**src/common/vid_arb_pkg.sv**
```systemverilog
package vid_arb_pkg;

  // ========================================
  // Widths and fixed constants
  // ========================================
  // Pixel payload of one memory beat
  localparam int DATA_WIDTH = 32;

  // Bytes per beat, addresses are byte addresses
  localparam int BEAT_BYTES = 4;

  // Widest memory address the command struct can carry
  localparam int MAX_ADDR_WIDTH = 32;

  // ========================================
  // Shared types
  // ========================================
  // One video word with sideband frame flags
  typedef struct packed {
    logic                  eof;
    logic                  sof;
    logic [DATA_WIDTH-1:0] data;
  } vid_word_t;

  // Burst scheduler states
  typedef enum logic [1:0] {
    ST_IDLE,
    ST_WR_BURST,
    ST_RD_IDLE,
    ST_RD_BURST
  } burst_state_e;

  // Memory command, low ADDR_WIDTH bits of addr are used
  typedef struct packed {
    logic [MAX_ADDR_WIDTH-1:0] addr;
    logic                      wr;
    logic                      cmd_en;
    logic                      wr_en;
  } mem_cmd_t;

  // Frame descriptor queue entry
  typedef struct packed {
    logic [7:0] slot;
    logic [7:0] bursts;
  } frame_desc_t;

  // Byte address of a burst inside a frame slot
  function automatic logic [MAX_ADDR_WIDTH-1:0] burst_addr(
    input int unsigned slot,
    input int unsigned burst,
    input int unsigned burst_len,
    input int unsigned slot_bursts
  );
    return MAX_ADDR_WIDTH'((slot * slot_bursts + burst) * burst_len * BEAT_BYTES);
  endfunction

endpackage
```
**src/logic/vid_mem_arbiter.sv**
```systemverilog
module vid_mem_arbiter
  import vid_arb_pkg::*;
#(
  parameter int ADDR_WIDTH  = 25,
  parameter int BURST_LEN   = 16,
  parameter int NUM_SLOTS   = 4,
  parameter int SLOT_BURSTS = 64
) (
  input  logic                  clk,
  input  logic                  rst,
  // Upstream video FIFO
  input  logic                  i_v_burst_avail,
  output logic                  o_v_rd_en,
  input  vid_word_t             i_v_rd_data,
  // Memory port
  output mem_cmd_t              o_mem_cmd,
  output logic [DATA_WIDTH-1:0] o_mem_wr_data,
  input  logic                  i_mem_cmd_rdy,
  input  logic [DATA_WIDTH-1:0] i_mem_rd_data,
  input  logic                  i_mem_rd_valid,
  // Display FIFO
  input  logic                  i_rfifo_full,
  output logic                  o_rfifo_wr_en,
  output vid_word_t             o_rfifo_wr_data,
  output logic                  o_disp_avail
);

  burst_state_e          state;
  logic                  burst_start;
  logic                  rd_done;
  logic                  wr_ready;
  logic [ADDR_WIDTH-1:0] wr_addr;
  logic [ADDR_WIDTH-1:0] rd_addr;
  logic                  desc_valid;
  frame_desc_t           desc;
  logic                  slot_release;

  burst_sched #(
    .BURST_LEN       (BURST_LEN)
  ) u_burst_sched (
    .clk             (clk),
    .rst             (rst),
    .i_mem_cmd_rdy   (i_mem_cmd_rdy),
    .i_v_burst_avail (i_v_burst_avail),
    .i_wr_ready      (wr_ready),
    .i_disp_avail    (o_disp_avail),
    .i_rfifo_full    (i_rfifo_full),
    .i_mem_rd_valid  (i_mem_rd_valid),
    .o_state         (state),
    .o_burst_start   (burst_start),
    .o_v_rd_en       (o_v_rd_en),
    .o_rd_done       (rd_done)
  );

  mem_cmd_gen #(
    .ADDR_WIDTH    (ADDR_WIDTH)
  ) u_mem_cmd_gen (
    .clk           (clk),
    .rst           (rst),
    .i_state       (state),
    .i_burst_start (burst_start),
    .i_wr_addr     (wr_addr),
    .i_rd_addr     (rd_addr),
    .i_v_rd_data   (i_v_rd_data),
    .o_mem_cmd     (o_mem_cmd),
    .o_mem_wr_data (o_mem_wr_data)
  );

  frame_writer #(
    .ADDR_WIDTH     (ADDR_WIDTH),
    .BURST_LEN      (BURST_LEN),
    .NUM_SLOTS      (NUM_SLOTS),
    .SLOT_BURSTS    (SLOT_BURSTS)
  ) u_frame_writer (
    .clk            (clk),
    .rst            (rst),
    .i_v_rd_en      (o_v_rd_en),
    .i_v_rd_data    (i_v_rd_data),
    .i_burst_start  (burst_start),
    .i_state        (state),
    .i_slot_release (slot_release),
    .o_wr_addr      (wr_addr),
    .o_wr_ready     (wr_ready),
    .o_desc_valid   (desc_valid),
    .o_desc         (desc)
  );

  frame_queue #(
    .ADDR_WIDTH      (ADDR_WIDTH),
    .BURST_LEN       (BURST_LEN),
    .NUM_SLOTS       (NUM_SLOTS),
    .SLOT_BURSTS     (SLOT_BURSTS)
  ) u_frame_queue (
    .clk             (clk),
    .rst             (rst),
    .i_desc_valid    (desc_valid),
    .i_desc          (desc),
    .i_rd_done       (rd_done),
    .i_state         (state),
    .i_mem_rd_valid  (i_mem_rd_valid),
    .i_mem_rd_data   (i_mem_rd_data),
    .o_disp_avail    (o_disp_avail),
    .o_rd_addr       (rd_addr),
    .o_slot_release  (slot_release),
    .o_rfifo_wr_en   (o_rfifo_wr_en),
    .o_rfifo_wr_data (o_rfifo_wr_data)
  );

endmodule

```
**src/logic/frame_queue.sv**
```systemverilog
module frame_queue
  import vid_arb_pkg::*;
#(
  parameter int ADDR_WIDTH  = 25,
  parameter int BURST_LEN   = 16,
  parameter int NUM_SLOTS   = 4,
  parameter int SLOT_BURSTS = 64
) (
  input  logic                  clk,
  input  logic                  rst,
  input  logic                  i_desc_valid,
  input  frame_desc_t           i_desc,
  input  logic                  i_rd_done,
  input  burst_state_e          i_state,
  input  logic                  i_mem_rd_valid,
  input  logic [DATA_WIDTH-1:0] i_mem_rd_data,
  output logic                  o_disp_avail,
  output logic [ADDR_WIDTH-1:0] o_rd_addr,
  output logic                  o_slot_release,
  output logic                  o_rfifo_wr_en,
  output vid_word_t             o_rfifo_wr_data
);

  localparam int PTR_W = (NUM_SLOTS > 1) ? $clog2(NUM_SLOTS) : 1;
  localparam int CNT_W = $clog2(NUM_SLOTS + 1);

  frame_desc_t      desc_mem [NUM_SLOTS];
  logic [PTR_W-1:0] wr_ptr;
  logic [PTR_W-1:0] rd_ptr;
  logic [CNT_W-1:0] q_cnt;
  frame_desc_t      head;
  logic [7:0]       rd_burst;
  logic             last_burst;
  logic             pop;
  logic             rd_beat;
  logic             beat_seen;

  // ========================================
  // Descriptor FIFO
  // ========================================
  always_ff @(posedge clk) begin
    if (i_desc_valid) begin
      desc_mem[wr_ptr] <= i_desc;
    end
  end

  always_ff @(posedge clk) begin
    if (rst) begin
      wr_ptr <= '0;
      rd_ptr <= '0;
    end else begin
      if (i_desc_valid) begin
        wr_ptr <= (wr_ptr == PTR_W'(NUM_SLOTS - 1)) ? '0 : wr_ptr + 1'b1;
      end
      if (pop) begin
        rd_ptr <= (rd_ptr == PTR_W'(NUM_SLOTS - 1)) ? '0 : rd_ptr + 1'b1;
      end
    end
  end

  always_ff @(posedge clk) begin
    if (rst) begin
      q_cnt <= '0;
    end else begin
      case ({i_desc_valid, pop})
        2'b10:   q_cnt <= q_cnt + 1'b1;
        2'b01:   q_cnt <= q_cnt - 1'b1;
        default: q_cnt <= q_cnt;
      endcase
    end
  end

  assign head         = desc_mem[rd_ptr];
  assign o_disp_avail = (q_cnt != '0);

  // ========================================
  // Read address walk
  // ========================================
  assign last_burst = (rd_burst == head.bursts - 8'd1);
  assign pop        = i_rd_done && last_burst;

  always_ff @(posedge clk) begin
    if (rst) begin
      rd_burst <= '0;
    end else if (i_rd_done) begin
      if (last_burst) begin
        rd_burst <= '0;
      end else begin
        rd_burst <= rd_burst + 1'b1;
      end
    end
  end

  assign o_rd_addr      = ADDR_WIDTH'(burst_addr(head.slot, rd_burst, BURST_LEN, SLOT_BURSTS));
  // Slot is free once its last burst is back
  assign o_slot_release = pop;

  // ========================================
  // Display word tagging
  // ========================================
  assign rd_beat = i_mem_rd_valid && (i_state == ST_RD_BURST);

  // Marks that the current burst already returned a beat
  always_ff @(posedge clk) begin
    if (rst || i_rd_done) begin
      beat_seen <= 1'b0;
    end else if (rd_beat) begin
      beat_seen <= 1'b1;
    end
  end

  assign o_rfifo_wr_en   = rd_beat;
  assign o_rfifo_wr_data = '{
    eof:  rd_beat && pop,
    sof:  rd_beat && (rd_burst == 8'd0) && !beat_seen,
    data: i_mem_rd_data
  };

endmodule

```
**src/logic/frame_writer.sv**
```systemverilog
module frame_writer
  import vid_arb_pkg::*;
#(
  parameter int ADDR_WIDTH  = 25,
  parameter int BURST_LEN   = 16,
  parameter int NUM_SLOTS   = 4,
  parameter int SLOT_BURSTS = 64
) (
  input  logic                  clk,
  input  logic                  rst,
  input  logic                  i_v_rd_en,
  input  vid_word_t             i_v_rd_data,
  input  logic                  i_burst_start,
  input  burst_state_e          i_state,
  input  logic                  i_slot_release,
  output logic [ADDR_WIDTH-1:0] o_wr_addr,
  output logic                  o_wr_ready,
  output logic                  o_desc_valid,
  output frame_desc_t           o_desc
);

  localparam int SLOT_W = (NUM_SLOTS > 1) ? $clog2(NUM_SLOTS) : 1;
  localparam int BIDX_W = (SLOT_BURSTS > 1) ? $clog2(SLOT_BURSTS) : 1;
  localparam int OCC_W  = $clog2(NUM_SLOTS + 1);

  logic              wr_sof;
  logic              wr_eof;
  logic              wr_start;
  logic [SLOT_W-1:0] slot;
  logic [BIDX_W-1:0] burst_idx;
  logic [7:0]        frm_bursts;
  logic              in_progress;
  logic [OCC_W-1:0]  occ_cnt;

  // ========================================
  // Sideband flags
  // ========================================
  assign wr_sof   = i_v_rd_en & i_v_rd_data.sof;
  assign wr_eof   = i_v_rd_en & i_v_rd_data.eof;
  assign wr_start = i_burst_start && (i_state == ST_WR_BURST);

  // ========================================
  // Write address walk
  // ========================================
  always_ff @(posedge clk) begin
    if (rst) begin
      slot      <= '0;
      burst_idx <= '0;
    end else if (wr_eof) begin
      // Next frame goes to the next slot base
      burst_idx <= '0;
      if (slot == SLOT_W'(NUM_SLOTS - 1)) begin
        slot <= '0;
      end else begin
        slot <= slot + 1'b1;
      end
    end else if (wr_start) begin
      // Oversized frames wrap inside their slot
      if (burst_idx == BIDX_W'(SLOT_BURSTS - 1)) begin
        burst_idx <= '0;
      end else begin
        burst_idx <= burst_idx + 1'b1;
      end
    end
  end

  assign o_wr_addr = ADDR_WIDTH'(burst_addr(slot, burst_idx, BURST_LEN, SLOT_BURSTS));

  // Frame length in bursts, capped at the slot size
  always_ff @(posedge clk) begin
    if (rst || wr_eof) begin
      frm_bursts <= '0;
    end else if (wr_start && frm_bursts != 8'(SLOT_BURSTS)) begin
      frm_bursts <= frm_bursts + 1'b1;
    end
  end

  always_ff @(posedge clk) begin
    if (rst || wr_eof) begin
      in_progress <= 1'b0;
    end else if (wr_sof) begin
      in_progress <= 1'b1;
    end
  end

  // ========================================
  // Slot occupancy
  // ========================================
  always_ff @(posedge clk) begin
    if (rst) begin
      occ_cnt <= '0;
    end else begin
      case ({o_desc_valid, i_slot_release})
        2'b10:   occ_cnt <= occ_cnt + 1'b1;
        2'b01:   occ_cnt <= occ_cnt - 1'b1;
        default: occ_cnt <= occ_cnt;
      endcase
    end
  end

  // Held low on the end-of-frame beat while the count catches up
  assign o_wr_ready = !wr_eof && (in_progress || occ_cnt < OCC_W'(NUM_SLOTS));

  assign o_desc_valid = wr_eof;
  assign o_desc       = '{slot: 8'(slot), bursts: frm_bursts};

endmodule

```
**src/arbiter/mem_cmd_gen.sv**
```systemverilog
module mem_cmd_gen
  import vid_arb_pkg::*;
#(
  parameter int ADDR_WIDTH = 25
) (
  input  logic                  clk,
  input  logic                  rst,
  input  burst_state_e          i_state,
  input  logic                  i_burst_start,
  input  logic [ADDR_WIDTH-1:0] i_wr_addr,
  input  logic [ADDR_WIDTH-1:0] i_rd_addr,
  input  vid_word_t             i_v_rd_data,
  output mem_cmd_t              o_mem_cmd,
  output logic [DATA_WIDTH-1:0] o_mem_wr_data
);

  logic                  is_wr;
  logic                  cmd_en;
  logic                  cmd_wr;
  logic                  wr_en;
  logic [ADDR_WIDTH-1:0] cmd_addr;

  assign is_wr = (i_state == ST_WR_BURST);

  // ========================================
  // Memory control
  // ========================================
  // Command enable lasts one cycle, write enable spans the burst
  always_ff @(posedge clk) begin
    if (rst) begin
      cmd_en <= 1'b0;
      cmd_wr <= 1'b0;
      wr_en  <= 1'b0;
    end else begin
      cmd_en <= i_burst_start;
      cmd_wr <= i_burst_start && is_wr;
      wr_en  <= is_wr;
    end
  end

  // Address latched with the command
  always_ff @(posedge clk) begin
    if (i_burst_start) begin
      if (is_wr) begin
        cmd_addr <= i_wr_addr;
      end else begin
        cmd_addr <= i_rd_addr;
      end
    end
  end

  assign o_mem_cmd = '{
    addr:   MAX_ADDR_WIDTH'(cmd_addr),
    wr:     cmd_wr,
    cmd_en: cmd_en,
    wr_en:  wr_en
  };

  // FWFT source, payload is valid with the read enable
  assign o_mem_wr_data = i_v_rd_data.data;

endmodule

```
**src/arbiter/burst_sched.sv**
```systemverilog
module burst_sched
  import vid_arb_pkg::*;
#(
  parameter int BURST_LEN = 16
) (
  input  logic         clk,
  input  logic         rst,
  input  logic         i_mem_cmd_rdy,
  input  logic         i_v_burst_avail,
  input  logic         i_wr_ready,
  input  logic         i_disp_avail,
  input  logic         i_rfifo_full,
  input  logic         i_mem_rd_valid,
  output burst_state_e o_state,
  output logic         o_burst_start,
  output logic         o_v_rd_en,
  output logic         o_rd_done
);

  localparam int CNT_W = $clog2(BURST_LEN) + 1;

  burst_state_e     state;
  burst_state_e     state_nxt;
  logic [CNT_W-1:0] wr_beat_cnt;
  logic [CNT_W-1:0] rd_beat_cnt;
  logic             wr_last;

  // ========================================
  // Burst beat counters
  // ========================================
  // Write beats follow the state one cycle late, so count cycles in state
  always_ff @(posedge clk) begin
    if (rst || state != ST_WR_BURST) begin
      wr_beat_cnt <= '0;
    end else begin
      wr_beat_cnt <= wr_beat_cnt + 1'b1;
    end
  end

  assign wr_last = (state == ST_WR_BURST) && (wr_beat_cnt == CNT_W'(BURST_LEN - 1));

  // Returned read beats, may arrive with gaps
  always_ff @(posedge clk) begin
    if (rst || o_rd_done) begin
      rd_beat_cnt <= '0;
    end else if (state == ST_RD_BURST && i_mem_rd_valid) begin
      rd_beat_cnt <= rd_beat_cnt + 1'b1;
    end
  end

  assign o_rd_done = (state == ST_RD_BURST) && i_mem_rd_valid &&
                     (rd_beat_cnt == CNT_W'(BURST_LEN - 1));

  // ========================================
  // Arbiter FSM
  // ========================================
  always_comb begin
    state_nxt = state;
    case (state)
      ST_IDLE: begin
        // Video writes first, then display reads
        if (i_mem_cmd_rdy) begin
          if (i_v_burst_avail && i_wr_ready) begin
            state_nxt = ST_WR_BURST;
          end else if (i_disp_avail) begin
            state_nxt = ST_RD_IDLE;
          end
        end
      end
      ST_WR_BURST: begin
        if (wr_last) begin
          state_nxt = ST_IDLE;
        end
      end
      ST_RD_IDLE: begin
        // Display FIFO near full, give the port back
        if (i_rfifo_full) begin
          state_nxt = ST_IDLE;
        end else if (i_mem_cmd_rdy) begin
          state_nxt = ST_RD_BURST;
        end
      end
      ST_RD_BURST: begin
        if (o_rd_done) begin
          state_nxt = ST_IDLE;
        end
      end
      default: state_nxt = ST_IDLE;
    endcase
  end

  always_ff @(posedge clk) begin
    if (rst) begin
      state         <= ST_IDLE;
      o_burst_start <= 1'b0;
      o_v_rd_en     <= 1'b0;
    end else begin
      state         <= state_nxt;
      // First cycle of either burst state
      o_burst_start <= (state_nxt != state) &&
                       (state_nxt == ST_WR_BURST || state_nxt == ST_RD_BURST);
      o_v_rd_en     <= (state == ST_WR_BURST);
    end
  end

  assign o_state = state;

endmodule

```
**config.mk**
```make
export PLATFORM = sky130hd
export DESIGN_NAME = vid_mem_arbiter
export DESIGN_NICKNAME = d
export VERILOG_FILES = /design/src/common/vid_arb_pkg.sv /design/src/logic/vid_mem_arbiter.sv /design/src/logic/frame_queue.sv /design/src/logic/frame_writer.sv /design/src/arbiter/mem_cmd_gen.sv /design/src/arbiter/burst_sched.sv
export SDC_FILE = /design/constraint.sdc
export NUM_CORES = 1
export LEC_CHECK = 0
export ABC_AREA = 0
export BUFFER_PORTS_ARGS = -buffer_cell sky130_fd_sc_hd__buf_4
export CAP_MARGIN = 20
export CORE_ASPECT_RATIO = 0.7
export CORE_MARGIN = 2
export CORE_UTILIZATION = 33
export CTS_BUF_LIST = sky130_fd_sc_hd__clkbuf_16
export CTS_CLUSTER_SIZE = 20
export DETAILED_ROUTE_END_ITERATION = 12
export PLACE_DENSITY = 0.6
export SKIP_CTS_REPAIR_TIMING = 1
export SLEW_MARGIN = 20
export SYNTH_ARGS = -nofsm -noshare
export SYNTH_HDL_FRONTEND = slang
export SYNTH_SLANG_ARGS = --single-unit
```
**constraint.sdc**
```tcl
create_clock -name clk -period 3.25 [get_ports clk]
set_input_delay 0.325 -clock clk [delete_from_list [all_inputs] [get_ports clk]]
set_output_delay 0.325 -clock clk [all_outputs]
set_load 0.05 [all_outputs]
```
**Yosys cells after proc, flatten, opt, wreduce, memory -nomap -nowiden**

Memories as Yosys holds them, arrays and structs flattened. A register that Yosys moved wholly into a read port is not among the register bits.
Index checks and enable logic that the tools add are counted.

- Logic and storage cells: 98
- Memories: 1
- Output and inout port bits: 104
- Input port bits: 72
- Memory bits (writable): 40
- Bits in registers: 77

Memory list:

| memory | words | width | rd ports | clocked after Yosys merged registers in | wr ports | line | source |
|---|---|---|---|---|---|---|---|
| u_frame_queue.desc_mem | 4 | 10 | 1 | 1 | 1 | frame_queue.sv:27 | `frame_desc_t desc_mem [NUM_SLOTS];` |

- Add/subtract/negate cells: 15
- Equal/unequal tests: 17
- Reduce and logical (&&, ||, !) cells: 24
- $lt $le $gt $ge: 1
- Multiplexer cells: 20
- Bitwise logic cells: 2

Operator list:

| cell | number |
|---|---|
| $mux W25 | 1 |
| $mux W2 | 12 |
| $add A8 B1 Y8 const B | 2 |
| $add A14 B8 Y15 | 1 |
| $eq A2 B2 Y1 const B | 7 |
| $logic_and A1 B1 Y1 | 12 |
| $pmux W3 S2 | 2 |
| $add A5 B1 Y5 const B | 2 |
| $eq A5 B4 Y1 const B | 2 |
| $add A8 B6 Y9 | 1 |
| $eq A8 B8 Y1 | 1 |
| $logic_not A8 Y1 | 1 |
| $mux W8 | 1 |
| $ne A8 B7 Y1 const B | 1 |
| $pmux W2 S4 | 1 |
| $sub A8 B1 Y8 const B | 1 |
| $add A2 B1 Y2 const B | 3 |
| $add A3 B1 Y3 const B | 2 |
| $add A6 B1 Y6 const B | 1 |
| $eq A2 B1 Y1 const B | 3 |
| $eq A6 B6 Y1 const B | 1 |
| $mux W6 | 1 |
| $sub A3 B1 Y3 const B | 2 |
| $logic_or A1 B1 Y1 | 5 |
| 10 further kinds | 13 |

**Longest topological paths before layout**

- Word-level depth: 10
- Depth in mapped cells: 18

**Modules after synthesis**

A second synthesis with hierarchy kept.

- Cell total of the unflattened synthesis: 611
- Area total of the unflattened synthesis: 7465.9 sq um

Modules (own cells, without submodules):

| module | cells an instance | seq. area each (sq um) | times used | area an instance (sq um) |
|---|---|---|---|---|
| frame_queue | 292 | 2282.2 | 1 | 4055.1 |
| mem_cmd_gen | 103 | 810.8 | 1 | 1557.7 |
| frame_writer | 141 | 400.4 | 1 | 1206.2 |
| burst_sched | 75 | 280.3 | 1 | 646.9 |

**Least setup slack after synthesis**

No wires, ideal clock.

- Path kind: reg2reg
- Start: reg (tool-made name)
- End: reg u_frame_queue.q_cnt[2]
- Setup time: 71 ps
- Period minus slack after synthesis: 3492 ps
- Slack: -242 ps
- Required time: 3179 ps
- Stages on the path, launching flop included: 17
- Arrival time: 3421 ps
- Cells stage by stage: dfxtp_1 -> buf_6 -> mux4_1 -> inv_1 -> ha_1 -> a21boi_0 -> a32oi_1 -> o31ai_1 -> nand4_1 -> nor2_1 -> ha_1 -> xor2_1 -> ha_1 -> nor2_1 -> mux2i_1 -> or3_1 -> a21oi_1

RTL lines:

| what | line | source |
|---|---|---|
| end signal: assignment | frame_queue.sv:66 | `2'b10: q_cnt <= q_cnt + 1'b1;` |
| end signal: assignment | frame_queue.sv:67 | `2'b01: q_cnt <= q_cnt - 1'b1;` |
| end signal: assignment | frame_queue.sv:68 | `default: q_cnt <= q_cnt;` |
| end: declaration | frame_queue.sv:30 | `logic [CNT_W-1:0] q_cnt;` |

==> summary.txt <==
Status = finished, violations left
Failing checks = setup timing
Worst setup SP type = register
Peak VDD IR = 0.3591 mV
Share of the cycle needed by the critical path after routing = 1.043
Hold Path Stages = 3
Vias per inst = 4.829
Leakage = 2.136 nW
Initial antenna violation count = 0
R2R cell count = 16
Worst Skew = 0.007905 ns
Placed cell count = 649
Number of max-cap violations = 0
Max incr delay on CP = 0.63 ns
Die W = 156.1 µm
Setup crit end kind = register
GRT Total Usage = 0.1195
Area leader, netlist = edfxtp_1
Sw Pwr = 0.6709 mW
Clk buf depth = 2
Largest net degree at the start of global routing = 37
Buf/Inv on CP = 2
Worst Hold End = u_frame_writer.in_progress
Avg Inst Size Synth = 10.95 µm²
Max FO, Critical Path = 6
R2R Setup Slk = -0.14 ns
CTS Buf Count = 9
Core area = 15640 µm²
Routed wire length = 10010 µm
Slowest stage cell, crit path = mux4_1
Top-area cell type share of the netlist area = 0.2755
Routability cong. = 0.8658
Final Non-Filler Cells = 668
Final hold viol count = 0
Final instance area = 5698 µm²
Via count = 3226
Critical Path AT = 3.67 ns
Synth Register Bits = 103
CP required = 3.53 ns
Worst-path clk slew = 0.07 ns
Max transition margin = 0.6095
Synthesized cell area = 5341 µm²
DRT Pass-1 Iters = 5
Yosys warns = 0
Internal power = 2.029 mW
Top-count cell post-synth = buf_4
Measured slew at the worst slew-check pin = 0.5858 ns
Post-synth top flop = dfxtp_1
DIE AREA = 17240 µm²
Final Setup Violations = 2
Share of layout cells above drive strength 1 = 0.2009
First-pass GRT wire length = 16160 µm
Reg power frac = 0.510
Reg2Reg Capture Point = u_frame_writer.occ_cnt[2]
First DRT Iteration DRCs = 249
Post-Route Setup TNS = -0.2625 ns
Die H = 110.4 µm
Hold Path Class = input pin to register
CTS H-tree depth = 3
CTS tree = yes
Worst setup margin = -0.1411 ns
Switch share = 0.2484
Power Dens Cells = 473.9 nW/µm²
IO Pins = 176
Dpl hpwl = 7259 µm
Post-layout power = 2.700 mW
Unrepaired setup endpoints after global routing = true
Comb pwr share = 0.062
Drt drc = 0
Sequential fraction of the synthesis area = 0.4779
Post-synthesis cell count = 488
Initial Utilization = 0.3415
Post-route minimum period = 3.391 ns
Drt wl/cell = 14.98 µm
N_diodes = 0
Placed inst area = 5275 µm²
Synth area leaders = edfxtp_1 (28%), dfxtp_1 (20%), buf_4 (13%), ha_1 (4.9%), mux4_1 (3.9%)
GR Overflow Total = 0
Row Count = 38
Top delay family on crit path = simple AND/OR/NAND/NOR gates
Most frequent CP cell = buf_4
Clock Power Share = 0.428
Worst setup path category = register to register
Slew Viols, Final = 0
Max Fclk = 294.9 MHz
Filler cell count = 1505
IO buf count = 24
Number of global-route vias before repair = 3133
Clock root buffer = clkbuf_16
Antenna Nets Post-Route = 0
Ys async rst share = 0
Number of distinct library cells after synthesis = 51
Commonest cells in the synthesized netlist = buf_4 (90), dfxtp_1 (54), edfxtp_1 (49)
CP cell instances = buf_4 > mux4_1 > nor4_4 > buf_4 > a211oi_1 > a31oi_1 > nand3_1 > nand4_1 > nor2_4 > ha_4 > xor2_1 > ha_2 > nor2_2 > mux2i_1 > or3_1 > a21oi_1
Hold Startpoint = i_v_rd_data[32]
Synth-to-layout area growth = 6.676%
Final nets = 557
Number of enable flip-flop cells after synthesis = 49
Clock Latency Late Sink = 0.35 ns
CTS Sinks = 103
[worst max-delay path by stage]
| stage | from | to | slack (ns) | cells past startpoint |
|---|---|---|---|---|
| CTS | register | u_frame_writer.occ_cnt[2] | -0.40 | 16 |
| floorplan | register | u_frame_queue.q_cnt[2] | 0.01 | 17 |
| global placement | register | u_frame_queue.q_cnt[2] | -0.21 | 16 |
| finish | register | u_frame_writer.occ_cnt[2] | -0.14 | 16 |
| global route | register | u_frame_writer.occ_cnt[2] | -0.32 | 15 |
| detailed placement | register | u_frame_queue.q_cnt[2] | -0.37 | 16 |
[flip-flops by register name, indices dropped and copies added, names as in the netlist, named ones only]
register,flops
u_burst_sched.o_burst_start,1
u_burst_sched.o_state,2
u_burst_sched.rd_beat_cnt,5
u_burst_sched.wr_beat_cnt,5
u_frame_queue.beat_seen,1
u_frame_queue.desc_mem,40
u_frame_queue.q_cnt,3
u_frame_queue.rd_burst,8
u_frame_queue.rd_ptr,2
u_frame_queue.wr_ptr,2
u_frame_writer.burst_idx,6
u_frame_writer.frm_bursts,8
u_frame_writer.in_progress,1
u_frame_writer.occ_cnt,3
u_frame_writer.slot,2
u_mem_cmd_gen.cmd_addr,9
u_mem_cmd_gen.cmd_en,1
u_mem_cmd_gen.cmd_wr,1
u_mem_cmd_gen.wr_en,1
[kinds of logic after synthesis]
logic type      Yosys count  share of synthesized area
xor+xnor                 31                    0.05083
simple gates            139                     0.1338
fa+ha+maj                22                    0.05294
flops                   103                     0.4779
compound gates           44                    0.05154
mux                      26                    0.08011
buf+inv                 122                     0.1523
other cells               1                  0.0007021
[per-stage QoR]
step,worst slack [ns],hold slack [ns],util
2_1_floorplan,0.009807,0.4176,-
4_1_cts,-0.3955,0.1966,0.3577
5_1_grt,-0.3169,0.2545,0.3643
3_5_place_dp,-0.3682,0.4374,0.3372
3_3_place_gp,-0.2087,0.4323,0.3372
6_report,-0.1411,0.2044,0.3643
[cell type report]
type / instances / area (µm²) / share of cell area
tap: 200 / 250.2 / 0.04392
clock inverter: 7 / 95.09 / 0.01669
inverter: 15 / 56.30 / 0.009881
timing repair buffer: 49 / 375.4 / 0.06588
multi-input combinational: 285 / 2140 / 0.3755
sequential: 103 / 2556 / 0.4486
clock buffer: 9 / 225.2 / 0.03953
[tightest hold or removal path: stages]
cell and delay (ns):
buf_4 0.08, a21oi_1 0.05, nor2_1 0.07
[power groups by stage]
| stage | sequential [mW] | combinational [mW] | clock [mW] |
|---|---|---|---|
| 5_1_grt | 1.38 | 0.177 | 1.23 |
| 3_5_place_dp | 1.41 | 0.164 | 0 |
| 6_report | 1.38 | 0.166 | 1.16 |
| 4_1_cts | 1.38 | 0.165 | 1.18 |
| 2_1_floorplan | 1.42 | 0.347 | 0 |
| 3_3_place_gp | 1.41 | 0.162 | 0 |
[layout by cell type, fill, tap and decap left out, types with 14 or more instances in the layout]
cell and n:
dfxtp_1 53, nor3_1 18, buf_4 48, nor2_1 37, conb_1 23, ha_1 16, a21oi_1 14, edfxtp_1 49
xor2_1 19, nand2_1 20
[metal layers]
layer,GRT usage,vias up,wire [µm]
met5,0,-,0
met4,0.03303,0,155
met3,0.03689,29,574
met2,0.1850,85,4622
met1,0.1615,1563,4656
li1,-,1549,-
No activity file was read; power rests on OpenSTA's default activity.
